==> config.mk <==
export PLATFORM = sky130hd
export DESIGN_NAME = mslope_top
export DESIGN_NICKNAME = d
export VERILOG_FILES = /design/src/mslope_pkg.sv /design/src/mslope_sequencer.sv /design/src/mslope_tally.sv /design/src/mslope_top.sv /design/src/spi_reg_bank.sv
export SDC_FILE = /design/constraint.sdc
export NUM_CORES = 1
export LEC_CHECK = 0
export ABC_AREA = 1
export BUFFER_PORTS_ARGS = -buffer_cell sky130_fd_sc_hd__buf_4
export CORE_MARGIN = 4
export CORE_UTILIZATION = 50
export CTS_BUF_LIST = sky130_fd_sc_hd__clkbuf_2
export DETAILED_ROUTE_END_ITERATION = 6
export GPL_TIMING_DRIVEN = 0
export PLACE_DENSITY = 0.68
export SLEW_MARGIN = 20
export SYNTH_ARGS = -nofsm -noshare
export SYNTH_HDL_FRONTEND = slang
export SYNTH_SLANG_ARGS = --single-unit
==> constraint.sdc <==
create_clock -name clk -period 2.2 [get_ports clk]
set_input_delay 0.33 -clock clk [delete_from_list [all_inputs] [get_ports clk]]
set_output_delay 0.33 -clock clk [all_outputs]
set_load 0.01 [all_outputs]
==> src/mslope_pkg.sv <==
/*
  shared constants and types of the multislope converter controller
  phase lengths, switch codes, register map and the serial address byte
*/
package mslope_pkg;

  // width of every result count and of the rundown length
  localparam int cnt_w = 24;

  //////////////////////////////
  // phase lengths in clk cycles
  //////////////////////////////

  // idle wait before each conversion, integrator settles
  localparam int init_cycles = 40;
  localparam int fix_pos_cycles = 25;
  localparam int fix_neg_cycles = 20;
  // each variable phase, direction chosen by the comparator
  localparam int var_cycles = 100;
  // four-phase cycles per conversion, two variable slots in each
  localparam int num_osc = 4;

  // switch codes, bit order {sig, n, p}
  // signal switch is never closed here
  localparam logic [2:0] mux_idle = 3'b000;
  localparam logic [2:0] mux_down = 3'b001;
  localparam logic [2:0] mux_up = 3'b010;

  // sequencer states
  localparam logic [2:0] st_init = 3'd0;
  localparam logic [2:0] st_fix_pos = 3'd1;
  localparam logic [2:0] st_var1 = 3'd2;
  localparam logic [2:0] st_fix_neg = 3'd3;
  localparam logic [2:0] st_var2 = 3'd4;
  localparam logic [2:0] st_rundown = 3'd5;

  //////////////////////////////
  // serial register port
  //////////////////////////////

  // address byte then 24 data bits, msb first
  localparam int frame_bits = 32;
  localparam int addr_bits = 8;

  // register indices, the low 7 bits of the address byte
  localparam logic [addr_bits-2:0] reg_led = 7'd7;
  localparam logic [addr_bits-2:0] reg_up = 7'd9;
  localparam logic [addr_bits-2:0] reg_down = 7'd10;
  localparam logic [addr_bits-2:0] reg_rundown = 7'd11;
  localparam logic [addr_bits-2:0] reg_trans_up = 7'd12;
  localparam logic [addr_bits-2:0] reg_trans_down = 7'd14;
  localparam logic [addr_bits-2:0] reg_test = 7'd15;
  // write to 11 is a soft reset of the led register, reads give the rundown
  localparam logic [addr_bits-2:0] reg_soft_reset = 7'd11;

  // led value after a soft reset
  localparam logic [2:0] led_preset = 3'b101;

  // address byte, raw for write decode, split for read decode
  typedef union packed {
    logic [addr_bits-1:0] raw;
    struct packed {
      // set for a read-only frame
      logic no_write;
      logic [addr_bits-2:0] index;
    } split;
  } reg_addr_t;

endpackage

==> src/mslope_sequencer.sv <==
/*
  multislope phase sequencer, steers the integrator switches through
  fixed and variable phases, then runs down to a comparator crossing
*/
module mslope_sequencer (
  input  logic clk,
  input  logic rst_n,
  input  logic cmpr_out,
  output logic [2:0] mux,
  output logic cmpr_latch_ctl,
  output logic slot_strobe,
  output logic conv_done,
  output logic [mslope_pkg::cnt_w-1:0] rundown_len
);

  // comparator sync chain, last is the previous synced level
  logic cmpr_meta;
  logic cmpr_sync;
  logic cmpr_last;
  logic cross_any;
  // direction the comparator asks for right now
  logic [2:0] cmpr_dir;

  logic [2:0] state;
  // cycles since the current phase started
  logic [mslope_pkg::cnt_w-1:0] phase_cnt;
  // variable slots applied in this conversion
  logic [$clog2(2 * mslope_pkg::num_osc + 1)-1:0] slot_cnt;

  //////////////////////////////
  // comparator sync
  //////////////////////////////

  always_ff @(posedge clk)
  begin
    if (!rst_n)
    begin
      cmpr_meta <= 1'b0;
      cmpr_sync <= 1'b0;
      cmpr_last <= 1'b0;
    end
    else
    begin
      cmpr_meta <= cmpr_out;
      cmpr_sync <= cmpr_meta;
      cmpr_last <= cmpr_sync;
    end
  end

  // either edge, high while the second flop holds the new level
  assign cross_any = cmpr_sync ^ cmpr_last;

  // comparator high means integrator below zero, drive up
  assign cmpr_dir = cmpr_sync ? mslope_pkg::mux_up : mslope_pkg::mux_down;

  // crossing ends the rundown
  assign conv_done = (state == mslope_pkg::st_rundown) && cross_any;
  // rundown start cycle counts as the first one
  assign rundown_len = phase_cnt + 1'b1;

  //////////////////////////////
  // phase state machine
  //////////////////////////////

  // every phase holds for its length plus the start cycle
  always_ff @(posedge clk)
  begin
    if (!rst_n)
    begin
      state <= mslope_pkg::st_init;
      phase_cnt <= '0;
      slot_cnt <= '0;
      mux <= mslope_pkg::mux_idle;
      cmpr_latch_ctl <= 1'b1;
      slot_strobe <= 1'b0;
    end
    else
    begin
      slot_strobe <= 1'b0;
      phase_cnt <= phase_cnt + 1'b1;
      case (state)
        mslope_pkg::st_init:
        begin
          if (phase_cnt == mslope_pkg::init_cycles)
          begin
            // wait over, comparator enabled for good
            state <= mslope_pkg::st_fix_pos;
            phase_cnt <= '0;
            slot_cnt <= '0;
            mux <= mslope_pkg::mux_down;
            cmpr_latch_ctl <= 1'b0;
          end
        end
        mslope_pkg::st_fix_pos:
        begin
          if (phase_cnt == mslope_pkg::fix_pos_cycles)
          begin
            // first variable slot of this cycle
            state <= mslope_pkg::st_var1;
            phase_cnt <= '0;
            slot_cnt <= slot_cnt + 1'b1;
            mux <= cmpr_dir;
            slot_strobe <= 1'b1;
          end
        end
        mslope_pkg::st_var1:
        begin
          if (phase_cnt == mslope_pkg::var_cycles)
          begin
            state <= mslope_pkg::st_fix_neg;
            phase_cnt <= '0;
            mux <= mslope_pkg::mux_up;
          end
        end
        mslope_pkg::st_fix_neg:
        begin
          if (phase_cnt == mslope_pkg::fix_neg_cycles)
          begin
            // second variable slot
            state <= mslope_pkg::st_var2;
            phase_cnt <= '0;
            slot_cnt <= slot_cnt + 1'b1;
            mux <= cmpr_dir;
            slot_strobe <= 1'b1;
          end
        end
        mslope_pkg::st_var2:
        begin
          if (phase_cnt == mslope_pkg::var_cycles)
          begin
            phase_cnt <= '0;
            if (slot_cnt == 2 * mslope_pkg::num_osc)
            begin
              // all slots done, rundown direction from the comparator
              state <= mslope_pkg::st_rundown;
              mux <= cmpr_dir;
              slot_strobe <= 1'b1;
            end
            else
            begin
              state <= mslope_pkg::st_fix_pos;
              mux <= mslope_pkg::mux_down;
            end
          end
        end
        mslope_pkg::st_rundown:
        begin
          if (cross_any)
          begin
            // zero crossing, open the switches and wait again
            state <= mslope_pkg::st_init;
            phase_cnt <= '0;
            mux <= mslope_pkg::mux_idle;
          end
        end
        default:
        begin
          state <= mslope_pkg::st_init;
          phase_cnt <= '0;
          mux <= mslope_pkg::mux_idle;
        end
      endcase
    end
  end

endmodule

==> src/mslope_tally.sv <==
/*
  slot and transition tally, snapshots the counts and the rundown
  length into the result registers at each conversion end
*/
module mslope_tally (
  input  logic clk,
  input  logic rst_n,
  input  logic [2:0] mux,
  input  logic slot_strobe,
  input  logic conv_done,
  input  logic [mslope_pkg::cnt_w-1:0] rundown_len,
  output logic [mslope_pkg::cnt_w-1:0] count_up,
  output logic [mslope_pkg::cnt_w-1:0] count_down,
  output logic [mslope_pkg::cnt_w-1:0] count_rundown,
  output logic [mslope_pkg::cnt_w-1:0] count_trans_up,
  output logic [mslope_pkg::cnt_w-1:0] count_trans_down
);

  // switch code held in the previous cycle
  logic [2:0] last_dir;
  logic conv_start;

  // working counts of the running conversion
  logic [mslope_pkg::cnt_w-1:0] up_cnt;
  logic [mslope_pkg::cnt_w-1:0] down_cnt;
  logic [mslope_pkg::cnt_w-1:0] trans_up_cnt;
  logic [mslope_pkg::cnt_w-1:0] trans_down_cnt;

  // counts after this cycle
  logic [mslope_pkg::cnt_w-1:0] up_next;
  logic [mslope_pkg::cnt_w-1:0] down_next;
  logic [mslope_pkg::cnt_w-1:0] trans_up_next;
  logic [mslope_pkg::cnt_w-1:0] trans_down_next;

  // switches leave idle, a new conversion begins
  assign conv_start = (last_dir == mslope_pkg::mux_idle) && (mux != mslope_pkg::mux_idle);

  always_comb
  begin
    // start from zero on a new conversion
    up_next = conv_start ? '0 : up_cnt;
    down_next = conv_start ? '0 : down_cnt;
    trans_up_next = conv_start ? '0 : trans_up_cnt;
    trans_down_next = conv_start ? '0 : trans_down_cnt;

    // comparator decided slot, counted by the applied direction
    if (slot_strobe && (mux == mslope_pkg::mux_up))
      up_next = up_next + 1'b1;
    if (slot_strobe && (mux == mslope_pkg::mux_down))
      down_next = down_next + 1'b1;

    // direction change, also out of idle, fixed phases included
    if ((mux != last_dir) && (mux == mslope_pkg::mux_up))
      trans_up_next = trans_up_next + 1'b1;
    if ((mux != last_dir) && (mux == mslope_pkg::mux_down))
      trans_down_next = trans_down_next + 1'b1;
  end

  always_ff @(posedge clk)
  begin
    if (!rst_n)
    begin
      last_dir <= mslope_pkg::mux_idle;
      up_cnt <= '0;
      down_cnt <= '0;
      trans_up_cnt <= '0;
      trans_down_cnt <= '0;
      count_up <= '0;
      count_down <= '0;
      count_rundown <= '0;
      count_trans_up <= '0;
      count_trans_down <= '0;
    end
    else
    begin
      last_dir <= mux;
      up_cnt <= up_next;
      down_cnt <= down_next;
      trans_up_cnt <= trans_up_next;
      trans_down_cnt <= trans_down_next;
      // snapshot, the host reads these until the next crossing
      if (conv_done)
      begin
        count_up <= up_next;
        count_down <= down_next;
        count_rundown <= rundown_len;
        count_trans_up <= trans_up_next;
        count_trans_down <= trans_down_next;
      end
    end
  end

endmodule

==> src/mslope_top.sv <==
/*
  multislope converter controller top level
*/
module mslope_top (
  input  logic clk,
  input  logic rst_n,
  input  logic cmpr_out,
  input  logic sclk,
  input  logic cs_n,
  input  logic mosi,
  output logic int_p_ctl,
  output logic int_n_ctl,
  output logic int_sig_ctl,
  output logic cmpr_latch_ctl,
  output logic miso,
  output logic int_n,
  output logic [2:0] led
);

  // switch code and conversion events
  logic [2:0] mux;
  logic slot_strobe;
  logic conv_done;
  logic [mslope_pkg::cnt_w-1:0] rundown_len;

  // snapshot results
  logic [mslope_pkg::cnt_w-1:0] count_up;
  logic [mslope_pkg::cnt_w-1:0] count_down;
  logic [mslope_pkg::cnt_w-1:0] count_rundown;
  logic [mslope_pkg::cnt_w-1:0] count_trans_up;
  logic [mslope_pkg::cnt_w-1:0] count_trans_down;

  // switch pins in code order {sig, n, p}
  assign {int_sig_ctl, int_n_ctl, int_p_ctl} = mux;

  mslope_sequencer u_sequencer (
    .clk            (clk),
    .rst_n          (rst_n),
    .cmpr_out       (cmpr_out),
    .mux            (mux),
    .cmpr_latch_ctl (cmpr_latch_ctl),
    .slot_strobe    (slot_strobe),
    .conv_done      (conv_done),
    .rundown_len    (rundown_len)
  );

  mslope_tally u_tally (
    .clk              (clk),
    .rst_n            (rst_n),
    .mux              (mux),
    .slot_strobe      (slot_strobe),
    .conv_done        (conv_done),
    .rundown_len      (rundown_len),
    .count_up         (count_up),
    .count_down       (count_down),
    .count_rundown    (count_rundown),
    .count_trans_up   (count_trans_up),
    .count_trans_down (count_trans_down)
  );

  spi_reg_bank u_reg_bank (
    .clk              (clk),
    .rst_n            (rst_n),
    .sclk             (sclk),
    .cs_n             (cs_n),
    .mosi             (mosi),
    .miso             (miso),
    .conv_done        (conv_done),
    .count_up         (count_up),
    .count_down       (count_down),
    .count_rundown    (count_rundown),
    .count_trans_up   (count_trans_up),
    .count_trans_down (count_trans_down),
    .led              (led),
    .int_n            (int_n)
  );

endmodule

==> src/spi_reg_bank.sv <==
/*
  serial register bank, oversamples the host frame in the clk domain,
  reads results and the led register, drives the interrupt pulse
*/
module spi_reg_bank (
  input  logic clk,
  input  logic rst_n,
  input  logic sclk,
  input  logic cs_n,
  input  logic mosi,
  output logic miso,
  input  logic conv_done,
  input  logic [mslope_pkg::cnt_w-1:0] count_up,
  input  logic [mslope_pkg::cnt_w-1:0] count_down,
  input  logic [mslope_pkg::cnt_w-1:0] count_rundown,
  input  logic [mslope_pkg::cnt_w-1:0] count_trans_up,
  input  logic [mslope_pkg::cnt_w-1:0] count_trans_down,
  output logic [2:0] led,
  output logic int_n
);

  // pin sync chains, last flop for edge detect
  logic sclk_meta;
  logic sclk_sync;
  logic sclk_last;
  logic cs_meta;
  logic cs_sync;
  logic cs_last;
  logic mosi_meta;
  logic mosi_sync;

  logic sclk_rise;
  logic sclk_fall;
  logic cs_rise;

  // bits received, saturates well above a frame
  logic [$clog2(mslope_pkg::frame_bits):0] bit_cnt;
  logic [mslope_pkg::frame_bits-1:0] shift_in;
  logic [mslope_pkg::frame_bits-1:0] shift_next;
  logic [mslope_pkg::cnt_w-1:0] shift_out;
  logic [mslope_pkg::cnt_w-1:0] rd_value;

  // address as it completes, and as held at frame end
  mslope_pkg::reg_addr_t rd_addr;
  mslope_pkg::reg_addr_t wr_addr;

  //////////////////////////////
  // pin sync and interrupt
  //////////////////////////////

  always_ff @(posedge clk)
  begin
    if (!rst_n)
    begin
      sclk_meta <= 1'b0;
      sclk_sync <= 1'b0;
      sclk_last <= 1'b0;
      cs_meta <= 1'b1;
      cs_sync <= 1'b1;
      cs_last <= 1'b1;
      int_n <= 1'b1;
    end
    else
    begin
      sclk_meta <= sclk;
      sclk_sync <= sclk_meta;
      sclk_last <= sclk_sync;
      cs_meta <= cs_n;
      cs_sync <= cs_meta;
      cs_last <= cs_sync;
      // one cycle low per conversion, active low
      int_n <= ~conv_done;
    end
  end

  assign sclk_rise = sclk_sync & ~sclk_last;
  assign sclk_fall = ~sclk_sync & sclk_last;
  assign cs_rise = cs_sync & ~cs_last;

  //////////////////////////////
  // frame shifter
  //////////////////////////////

  // mosi delayed like sclk so the sample lands mid bit
  always_ff @(posedge clk)
  begin
    mosi_meta <= mosi;
    mosi_sync <= mosi_meta;
    if (!cs_sync && sclk_rise)
      shift_in <= shift_next;
  end

  assign shift_next = {shift_in[mslope_pkg::frame_bits-2:0], mosi_sync};
  // low byte of the shifter once the 8th bit arrives
  assign rd_addr = shift_next[mslope_pkg::addr_bits-1:0];
  // top byte once the whole frame is in
  assign wr_addr = shift_in[mslope_pkg::frame_bits-1 -: mslope_pkg::addr_bits];

  // read mux, unknown index reads zero
  always_comb
  begin
    case (rd_addr.split.index)
      mslope_pkg::reg_led:
        rd_value = {{(mslope_pkg::cnt_w-3){1'b0}}, led};
      mslope_pkg::reg_up:
        rd_value = count_up;
      mslope_pkg::reg_down:
        rd_value = count_down;
      mslope_pkg::reg_rundown:
        rd_value = count_rundown;
      mslope_pkg::reg_trans_up:
        rd_value = count_trans_up;
      mslope_pkg::reg_trans_down:
        rd_value = count_trans_down;
      // fixed pattern for link checks
      mslope_pkg::reg_test:
        rd_value = '1;
      default:
        rd_value = '0;
    endcase
  end

  always_ff @(posedge clk)
  begin
    if (!rst_n)
    begin
      bit_cnt <= '0;
      shift_out <= '0;
      miso <= 1'b0;
      led <= '0;
    end
    else
    begin
      if (cs_sync)
      begin
        // deselected, frame restarts
        bit_cnt <= '0;
        shift_out <= '0;
        miso <= 1'b0;
      end
      else
      begin
        if (sclk_rise)
        begin
          if (bit_cnt != '1)
            bit_cnt <= bit_cnt + 1'b1;
          // address complete, load the read value
          if (bit_cnt == mslope_pkg::addr_bits - 1)
            shift_out <= rd_value;
        end
        // host samples on rise, so miso moves after the fall
        if (sclk_fall)
        begin
          miso <= shift_out[mslope_pkg::cnt_w-1];
          shift_out <= {shift_out[mslope_pkg::cnt_w-2:0], 1'b0};
        end
      end

      // write decode on a complete frame only
      if (cs_rise && (bit_cnt == mslope_pkg::frame_bits) && !wr_addr.split.no_write)
      begin
        if (wr_addr.raw == {1'b0, mslope_pkg::reg_led})
          led <= shift_in[2:0];
        else if (wr_addr.raw == {1'b0, mslope_pkg::reg_soft_reset})
          led <= mslope_pkg::led_preset;
      end
    end
  end

endmodule

# == Yosys cells after proc, flatten, opt, wreduce, memory -nomap -nowiden ==
# Cells that the tools add are included.
# totals
word_cells,153
reg_bits,333
# classes
bitwise_logic,9
muxes,44
add_sub_neg,7
n_eq_ne,31
reduce_logical,28
# op_table
op,n
24-bit two-way mux,16
24-bit one-hot mux with 7 select lines,1
"24-bit by 1-bit adder with 24-bit output, second input constant",5
24-bit one-hot mux with 5 select lines,1
"24-bit by 5-bit equality test with 1-bit output, second input constant",2
"7-bit by 4-bit equality test with 1-bit output, second input constant",6
3-bit two-way mux,14
3-bit one-hot mux with 6 select lines,2
"24-bit by 6-bit equality test with 1-bit output, second input constant",1
"24-bit by 7-bit equality test with 1-bit output, second input constant",1
4-bit two-way mux,3
"2-bit by 1-bit != test with 1-bit output, second input constant",6
4-bit one-hot mux with 3 select lines,1
2-bit AND reduction,5
"3-bit by 2-bit equality test with 1-bit output, second input constant",3
1-bit logical AND,9
"8-bit by 3-bit equality test with 1-bit output, second input constant",1
"8-bit by 4-bit equality test with 1-bit output, second input constant",1
"7-bit by 3-bit equality test with 1-bit output, second input constant",1
"6-bit by 1-bit adder with 6-bit output, second input constant",1
"3-bit by 1-bit equality test with 1-bit output, second input constant",2
"3-bit equality test, second input constant",2
"6-bit by 3-bit equality test with 1-bit output, second input constant",1
"6-bit equality test, second input constant",1
other kinds (18),33

# == Logic depth before layout (Yosys ltp) ==
# Gate-level depths: netlist (run 1).
# depth
depth_word,5
depth_mapped,20
mapped_depth_nobuf,17

# == Hierarchy ==
# Synthesis (run 1) repeated with hierarchy kept, for this count alone.
# hier_totals
hier_cells,2435
hier_area_um2,16809.9
# modules_own_cells
mod,area_per_inst_um2,n_inst,cells_per_inst,seq_area_each_um2
mslope_tally,10287.4,1,1485,4384.2
spi_reg_bank,4257.8,1,606,1821.7
mslope_sequencer,2264.7,1,344,760.7

# == Worst setup path before layout (run 1) ==
# OpenSTA, ideal clock, no wires.
# synth_timing
path_type,reg2reg
from,reg u_sequencer.mux[0]
to,reg u_tally.count_up[12] in the netlist's numbering
arrival_ns,2.302
setup_slack_ns,-0.211
required_time_ns,2.091
path_stages_with_launch,20
path_buffers,3
path_cell_list,dfxtp_1 > inv_2 > nand2_2 > nand2_4 > buf_6 > buf_2 > buf_2 > nand2_1 > inv_1 > ha_1 > nand2_1 > inv_1 > nand3_1 > nor2_2 > nand3_2 > nor2_4 > xor2_1 > nand2_1 > nand2_1 > inv_1
# synth_via
elab_chain_len,5
word_cells_on_any_way,7
cone_classes,add/sub (1); eq/ne (1); mux (2); reduce/logical (3)
# synth_rtl
item,line_no,rtl
start: declaration,mslope_sequencer.sv:9,"output logic [2:0] mux,"
start signal: assignment,mslope_sequencer.sv:73,mux <= mslope_pkg::mux_idle;
start signal: assignment,mslope_sequencer.sv:90,mux <= mslope_pkg::mux_down;
start signal: assignment,mslope_sequencer.sv:102,mux <= cmpr_dir;
3-bit nonzero test,mslope_tally.sv:36,assign conv_start = (last_dir == mslope_pkg::mux_idle) && (mux != mslope_pkg::mux_idle);
1-bit logical AND,mslope_tally.sv:36,
24-bit two-way mux,mslope_tally.sv:41,up_next = conv_start ? '0 : up_cnt;
24-bit by 1-bit adder with 24-bit output,mslope_tally.sv:48,up_next = up_next + 1'b1;
24-bit two-way mux *,mslope_tally.sv:47,if (slot_strobe && (mux == mslope_pkg::mux_up))
end signal: assignment,mslope_tally.sv:84,count_up <= up_next;
end: declaration,mslope_tally.sv:12,"output logic [mslope_pkg::cnt_w-1:0] count_up,"
# Every way passes the cells marked *; elsewhere a longest branch is shown, timed or not.
# A chain may end at the register's enable or synchronous reset.

# == Worst setup path after layout (run 1) ==
# layout_timing
from,reg u_tally.last_dir[1]
to,reg u_tally.up_cnt[16] in the netlist's numbering
# layout_via
elab_chain_len,5
# layout_rtl
item,line_no,rtl
start: declaration,mslope_tally.sv:20,logic [2:0] last_dir;
start signal: assignment,mslope_tally.sv:63,last_dir <= mslope_pkg::mux_idle;
start signal: assignment,mslope_tally.sv:76,last_dir <= mux;
3-bit logical NOT *,mslope_tally.sv:36,
1-bit logical AND *,mslope_tally.sv:36,
24-bit two-way mux *,mslope_tally.sv:41,
24-bit by 1-bit adder with 24-bit output,mslope_tally.sv:48,
24-bit two-way mux *,mslope_tally.sv:47,
end signal: assignment,mslope_tally.sv:77,up_cnt <= up_next;
end: declaration,mslope_tally.sv:24,logic [mslope_pkg::cnt_w-1:0] up_cnt;
# Marked as above.

==> reports/metrics.cfg, run 1 <==
[worst_setup_path]
required_ps = 3030
ff2ff_path_depth = 17
r2r-start = u_tally.last_dir[1]
crit_start = u_tally.last_dir[1]
path_max_fanout = 6
startpoint_type = register
rrSetupSlack_ps = -140
timing.rr.end = u_tally.up_cnt[16]
criticalPathCategory = reg2reg
crit_path_end_kind = register
arrival_ps = 3170

[route]
vias = 15600
viasPerCell = 5.55
drc_errors = 0
finalWirelength_um = 51800
drtAntennaViolNets = 0
avgRoutedWirePerCell_um = 18.4
dr.pass1.iters = 7
drt_iter0_markers = 1360

[floorplan]
fp.dieW_um = 186
placementRows = 64
io_pins = 15
initial_utilization_pct = 51.2
core_area_mm2 = 0.0309
die_height_um = 186
die_area_mm2 = 0.0346

[grt]
grt_first_pass_wirelength_um = 78900
grt.total_usage_pct = 29.3
grt_pass1_vias = 14600
antenna_found_initial = 1
grt_start_max_net_pins = 33
grt_overflow = 0

[clocking]
ctsRootBufferMaster = clkbuf_2
cts_buffer_depth = 3
path_clk_slew_ps = 110
cts_tree = yes
clk_latency_ps = 970
cts_htree_levels = 3
cts_sinks = 331
cts_made_buffers = 87

[layout]
nets = 2380
area_growth_pct = 19.1
instances_no_fill = 2812
drive_gt1_share_pct = 20.5

[job]
drv_cap = 0

[logic_synthesis]
synth_seq_cells = 331
synth-main-ff-cell = dfxtp_1
synth-edff-count = 32
yosysTopAreaCell = dfxtp_1
yosys-top-cells-area = dfxtp_1, nand2_1, inv_1
synth_nets = 2214
synth_area_per_cell_um2 = 7.21
synth-async-reset-ratio_pct = 0
synthAdderAreaFrac_pct = 1.03
synth_compound_area_share_pct = 13.7
muxShareOfSynthArea_pct = 0
syn_area_mm2 = 0.0158
synth_top_family_by_area = simple AND/OR/NAND/NOR gates
synthXorXnorAreaFrac_pct = 3.60
yosysTopAreaCellShare_pct = 37.8
synth_cells = 2195
ys_types = 44
ys_warn_count = 0
synth-simple-area-share_pct = 27.5
yosysSeqAreaShare_pct = 43.9

[timing]
relSlewSlack_pct = 39.3
rsz0062_at_grt = yes
tightest_slew_ps = 911
skew_ps = 91.8
slew_viol_final = 0
hold_viol_final = 0
setup_viol = 43
setup_slack_ps = -145
max_freq_mhz = 426
finalCritPeriodShare_pct = 107
period_needed_ps = 2340

[hold_path]
min_to = u_reg_bank.mosi_meta
hp-start = mosi
hold_path.class = in2reg
hold_path_depth = 2

[placed_design]
dpl.hpwl_um = 37500
place_congestion = 1.07
portBuffers = 13
place_ws_ps = -644
place_inst = 2604

[run_status]
violations = negative setup slack
status = finished, violations left

[power]
power_per_cell_area_mw_per_mm2 = 665
vdd_ir_drop_max_mv = 0.555
p_total_mw = 12.5
power_leakage_nw = 7.41

==> placed cells by master (no fill, tap or decap), drive strengths merged, types with 2 or more instances in the layout <==
cell / instances
xor2: 42
nor2: 299
edfxtp: 32
o211ai: 31
nor4: 3
o21ai: 164
nand4: 38
and2: 3
ha: 13
clkinv: 21
inv: 305
or2: 5
nand3b: 12
dlygate4sd3: 5
dfxtp: 299
nand3: 195
nand2: 390
o2111ai: 2
xnor2: 23
nor3: 28
clkinvlp: 4
a21oi: 196
o21bai: 4
o22ai: 10
clkbuf: 164
buf: 120
==> synthesized netlist by cell type, types with 4 or more instances <==
master    number
buf_2         30
o211ai_1      31
buf_4          7
a21oi_1      196
clkbuf_1      48
buf_6          4
nor3_1        25
dfxtp_1      299
inv_2         12
nand3_1      182
or2_2          5
xor2_1        42
o21bai_1       4
nor2_1       265
o22ai_1       10
nor2_4        10
o21ai_1       11
inv_1        292
o21ai_0      153
xnor2_1       23
nand3_2       12
nand2_1      384
nand4_1       37
ha_1          13
nand2_2        5
edfxtp_1      32
buf_1          6
nand3b_1      12
nor2_2        24
==> layout make-up <==
type | count | area [um^2]
tap | 396 | 495
multi-input combinational | 1463 | 8240
sequential | 331 | 6960
timing repair buffer | 80 | 717
antenna | 1 | 2.50
inverter | 304 | 1160
clock buffer | 116 | 581
buffer | 94 | 551
fill | 2862 | 12100
clock inverter | 27 | 150
==> worst max-delay path by stage <==
| stage | cells after the start | to |
|---|---|---|
| finish | 17 | u_tally.up_cnt[16] |
| global route | 21 | u_tally.count_up[14] |
| CTS | 19 | u_tally.count_up[12] |
| detailed placement | 17 | u_tally.count_trans_up[12] |
| global placement | 17 | u_tally.count_trans_up[12] |
| floorplan | 19 | u_tally.count_up[12] |
==> metrics by stage <==
stage | hold slack [ps] | utilization (%) | setup TNS, ps | instance area [um^2]
2_1_floorplan | 310 | - | -59.2 | 15900
3_3_place_gp | 313 | 53.3 | -26580 | 16500
3_5_place_dp | 312 | 53.4 | -28970 | 16500
4_1_cts | 17.6 | 57.9 | -1150 | 17900
5_1_grt | 16.3 | 61.0 | -10500 | 18900
6_report | 75.1 | 61.0 | -2930 | 18900
==> cell families after synthesis <==
kind of cell               count (synthesis)
other                                      1
adders and majority gates                 13
and+or+nand+nor                          974
buffers and inverters                    401
AOI/OAI and AO/OA                        410
xor gates and xnor gates                  65
DFF                                      331
==> flip-flops by register name, summed over array words and instances (netlist names), 24 cells and up <==
signal and count:
u_tally.trans_down_cnt 24, u_tally.count_trans_down 24, u_tally.up_cnt 24, u_tally.down_cnt 24, u_tally.count_up 24, u_tally.count_down 24, u_sequencer.phase_cnt 24, u_reg_bank.shift_in 32
u_reg_bank.shift_out 24, u_tally.count_rundown 24, u_tally.count_trans_up 24, u_tally.trans_up_cnt 24
==> where the power goes <==
| group | leakage, nW | switching (mW) | total [mW] | internal, mW |
|---|---|---|---|---|
| logic | 4.16 | 1.35 | 2.15 | 0.798 |
| clock network | 0.541 | 2.58 | 4.13 | 1.55 |
| registers | 2.70 | 0.0946 | 6.26 | 6.17 |
==> worst max-delay path, cell delays in order (launching register included) <==
cell and delay (ps):
dfxtp_1 400, nor2_4 70, nand2_8 90, buf_12 110, buf_12 100, buf_12 120
nand2_4 60, inv_4 60, ha_4 130, nand2_2 50, inv_2 70, nand3_4 70
nor2_4 150, nand3_4 120, nor2_4 260, buf_4 160, nand3_2 80, a21oi_2 160
==> routing by layer <==
metal	up-vias	part of all wire (%)	wire (um)	track usage, %
met5	-	0	0	0
met4	0	4.4	2290	12.1
met3	163	8.3	4280	6.06
met2	655	45	23500	46.9
met1	7311	42	21800	38.8
li1	7482	-	-	-
==> what timing repair did <==
action	in CTS	in global routing
gates cloned	0	1
endpoints found under the hold margin	38	0
gates resized for setup	85	185
buffers inserted	28	33
hold buffers	5	0
pin swaps	29	64
setup endpoints to repair	98	174
Note: power is estimated with default switching activity, not from simulation.
==> inputs of run 2 (changes only) <==
--- a/config.mk
+++ b/config.mk
@@ -13,6 +13,7 @@
 export DETAILED_ROUTE_END_ITERATION = 6
 export GPL_TIMING_DRIVEN = 0
 export PLACE_DENSITY = 0.68
+export RECOVER_POWER = 50
 export SLEW_MARGIN = 20
 export SYNTH_ARGS = -nofsm -noshare
 export SYNTH_HDL_FRONTEND = slang
==> run 2 against run 1 <==
Effect of this change:
- via count hardly changed
- worst hold slack better by 15 ps
- the flow finishes with violations (design-rule violations, negative setup slack)
- clock-buffer cell count stayed put
- largest cell class unchanged
==> reports/metrics.cfg, run 2 (synthesized netlist as in run 1, its figures left out) <==
[hold_path]
hold_path.class = in2reg
hold_path_depth = 2  ; unchanged
min_to = u_reg_bank.mosi_meta
hp-start = mosi

[worst_setup_path]
criticalPathCategory = reg2reg
required_ps = 3030  ; about the same
crit_path_end_kind = register
path_max_fanout = 6  ; unchanged
ff2ff_path_depth = 17  ; unchanged
startpoint_type = register
timing.rr.end = u_tally.up_cnt[16]
cpMaxStageDelayCell = dfxtp_1
r2r-start = u_tally.last_dir[1]
crit_buf_inv = 6  ; unchanged
arrival_ps = 3170  ; about the same
rrSetupSlack_ps = -150  ; about the same
critPathTopFamily = simple AND/OR/NAND/NOR gates
cpPeakStageDelay_ps = 400  ; about the same
crit_start = u_tally.last_dir[1]
cp_cell_sequence = nor2_4 > nand2_8 > buf_12 > buf_12 > buf_12 > nand2_4 > inv_4 > ha_4 > nand2_2 > inv_2 > nand3_4 > nor2_4 > nand3_4 > nor2_4 > buf_4 > nand3_2 > a21oi_2

[clocking]
path_clk_slew_ps = 110  ; about the same
cts_tree = yes
cts_buffer_depth = 3  ; unchanged
cts_htree_levels = 3  ; unchanged
clk_latency_ps = 970  ; about the same
cts_sinks = 331  ; unchanged
ctsRootBufferMaster = clkbuf_2
cts_made_buffers = 87  ; unchanged

[layout]
mostFrequentLayoutCell = nand2_1
drive_gt1_share_pct = 20.4  ; -0.083 points
largest_reg_flops = 32  ; unchanged
largest-register = u_reg_bank.shift_in
area_growth_pct = 19.0  ; about the same
instances_no_fill = 2812  ; unchanged
final_cell_area_mm2 = 0.0188  ; about the same
nets = 2380  ; unchanged
mostFrequentLayoutCells = nand2_1, dfxtp_1, inv_1, nor2_1, a21oi_1

[grt]
grt.total_usage_pct = 29.3  ; unchanged
grt_start_max_net_pins = 33  ; unchanged
grt_first_pass_wirelength_um = 78900  ; unchanged
grt_pass1_vias = 14600  ; unchanged
antenna_found_initial = 1  ; unchanged
grt_overflow = 0  ; unchanged

[power]
vdd_ir_drop_max_mv = 0.551  ; -0.68%
p_comb_share_pct = 17.1  ; about the same
switching_share_pct = 32.2  ; +0.039 points
clkPwrFrac_pct = 33.0  ; about the same
power_per_cell_area_mw_per_mm2 = 666  ; about the same
switchingPower_mw = 4.03  ; +0.17%
seqPwrFrac_pct = 49.9  ; about the same
power_leakage_nw = 7.40  ; about the same
internal_power_mw = 8.51  ; about the same

[route]
viasPerCell = 5.56  ; about the same
drc_errors = 4  ; +4
avgRoutedWirePerCell_um = 18.4  ; about the same
dr.pass1.iters = 7  ; unchanged
drtAntennaViolNets = 0  ; unchanged
vias = 15600  ; +0.096%
finalWirelength_um = 51800  ; about the same
drt_iter0_markers = 1369  ; +0.66%

[placed_design]
dpl.hpwl_um = 37500  ; unchanged
portBuffers = 13  ; unchanged
place_ws_ps = -644  ; unchanged
place_congestion = 1.07  ; unchanged
placed_cell_area_mm2 = 0.0165  ; unchanged
place_inst = 2604  ; unchanged

[timing]
hold_viol_final = 0  ; unchanged
skew_ps = 93.6  ; +1.79 ps
relSlewSlack_pct = 38.2  ; -1.1 points
tightest_slew_ps = 927  ; +16.2 ps
rsz0062_at_grt = yes
setup_slack_ps = -148  ; -3.28 ps
period_needed_ps = 2350  ; +3.28 ps
slew_viol_final = 0  ; unchanged
max_freq_mhz = 426  ; -0.14%
setup_viol = 44  ; +2.3%
finalCritPeriodShare_pct = 107  ; +0.15 points
worst_hold_slack_ps = 89.7  ; +14.6 ps

[run_status]
status = finished, violations left
violations = design-rule violations, negative setup slack

[floorplan]
die_area_mm2 = 0.0346  ; unchanged
initial_utilization_pct = 51.2  ; unchanged
fp.dieW_um = 186  ; unchanged
die_height_um = 186  ; unchanged
placementRows = 64  ; unchanged
core_area_mm2 = 0.0309  ; unchanged
io_pins = 15  ; unchanged

[job]
drv_cap = 0  ; unchanged

==> run 2: changes by cell type in the layout (fill, tap and decap cells not counted), sizes merged <==
cell    previous run  this run
buf              120       116
clkbuf           164       168
==> run 2: how the worst max path moves through the flow <==
stage / to / cells past startpoint
final: u_tally.up_cnt[16] / 17
after floorplan: u_tally.count_up[12] / 19
after global placement: u_tally.count_trans_up[12] / 17
after detailed placement: u_tally.count_trans_up[12] / 17
after global routing: u_tally.count_up[14] / 21
after CTS: u_tally.count_up[12] / 19
==> run 2: power groups by stage <==
stage	Clock (mW)	Combinational (mW)	Sequential [mW]
2_1_floorplan	0	0.974	6.38
3_3_place_gp	0	1.56	6.39
3_5_place_dp	0	1.58	6.39
4_1_cts	4.21	1.89	6.25
5_1_grt	4.54	2.25	6.27
6_report	4.13	2.15	6.26
==> run 2: stage by stage <==
stage          utilization (%)  setup TNS (ps)  total power, mW
2_1_floorplan                -           -59.2             7.35
3_3_place_gp              53.3          -26580             7.95
5_1_grt                   61.0          -11050             13.1
4_1_cts                   57.9           -1150             12.4
3_5_place_dp              53.4          -28970             7.97
6_report                  61.0           -2980             12.5
==> run 2: area by class of cell <==
class,count,area (um^2)
flip-flops and latches,331,6960
clock inverters,27,150
clock buffers,116,581
plain buffers,94,551
multi-input cells,1463,8230
fillers,2864,12100
repair buffers,80,713
inverters,304,1160
well taps,396,495
diodes,1,2.50
==> run 2: what timing repair did <==
item	4_1_cts	5_1_grt
hold buffers	5	0
buffers inserted	28	33
pin swaps	29	64
hold endpoints to repair	38	0
endpoints found under the setup margin	98	174
resized for setup	85	185
cloned	0	1
==> run 2: per-layer routing <==
layer | part of all wire (%) | global-route usage, %
met5 | 0 | 0
met4 | 4.3 | 12.1
met3 | 8.5 | 6.06
met2 | 45 | 46.9
met1 | 42 | 38.8
==> run 2: worst reg2reg max path: cells and delay by family, from the launching register on <==
| family | cells | cell delay [ps] |
|---|---|---|
| fa+ha+maj | 1 | 130 |
| simple gates | 9 | 950 |
| flops | 1 | 400 |
| buf+inv | 6 | 630 |
| compound gates | 1 | 160 |
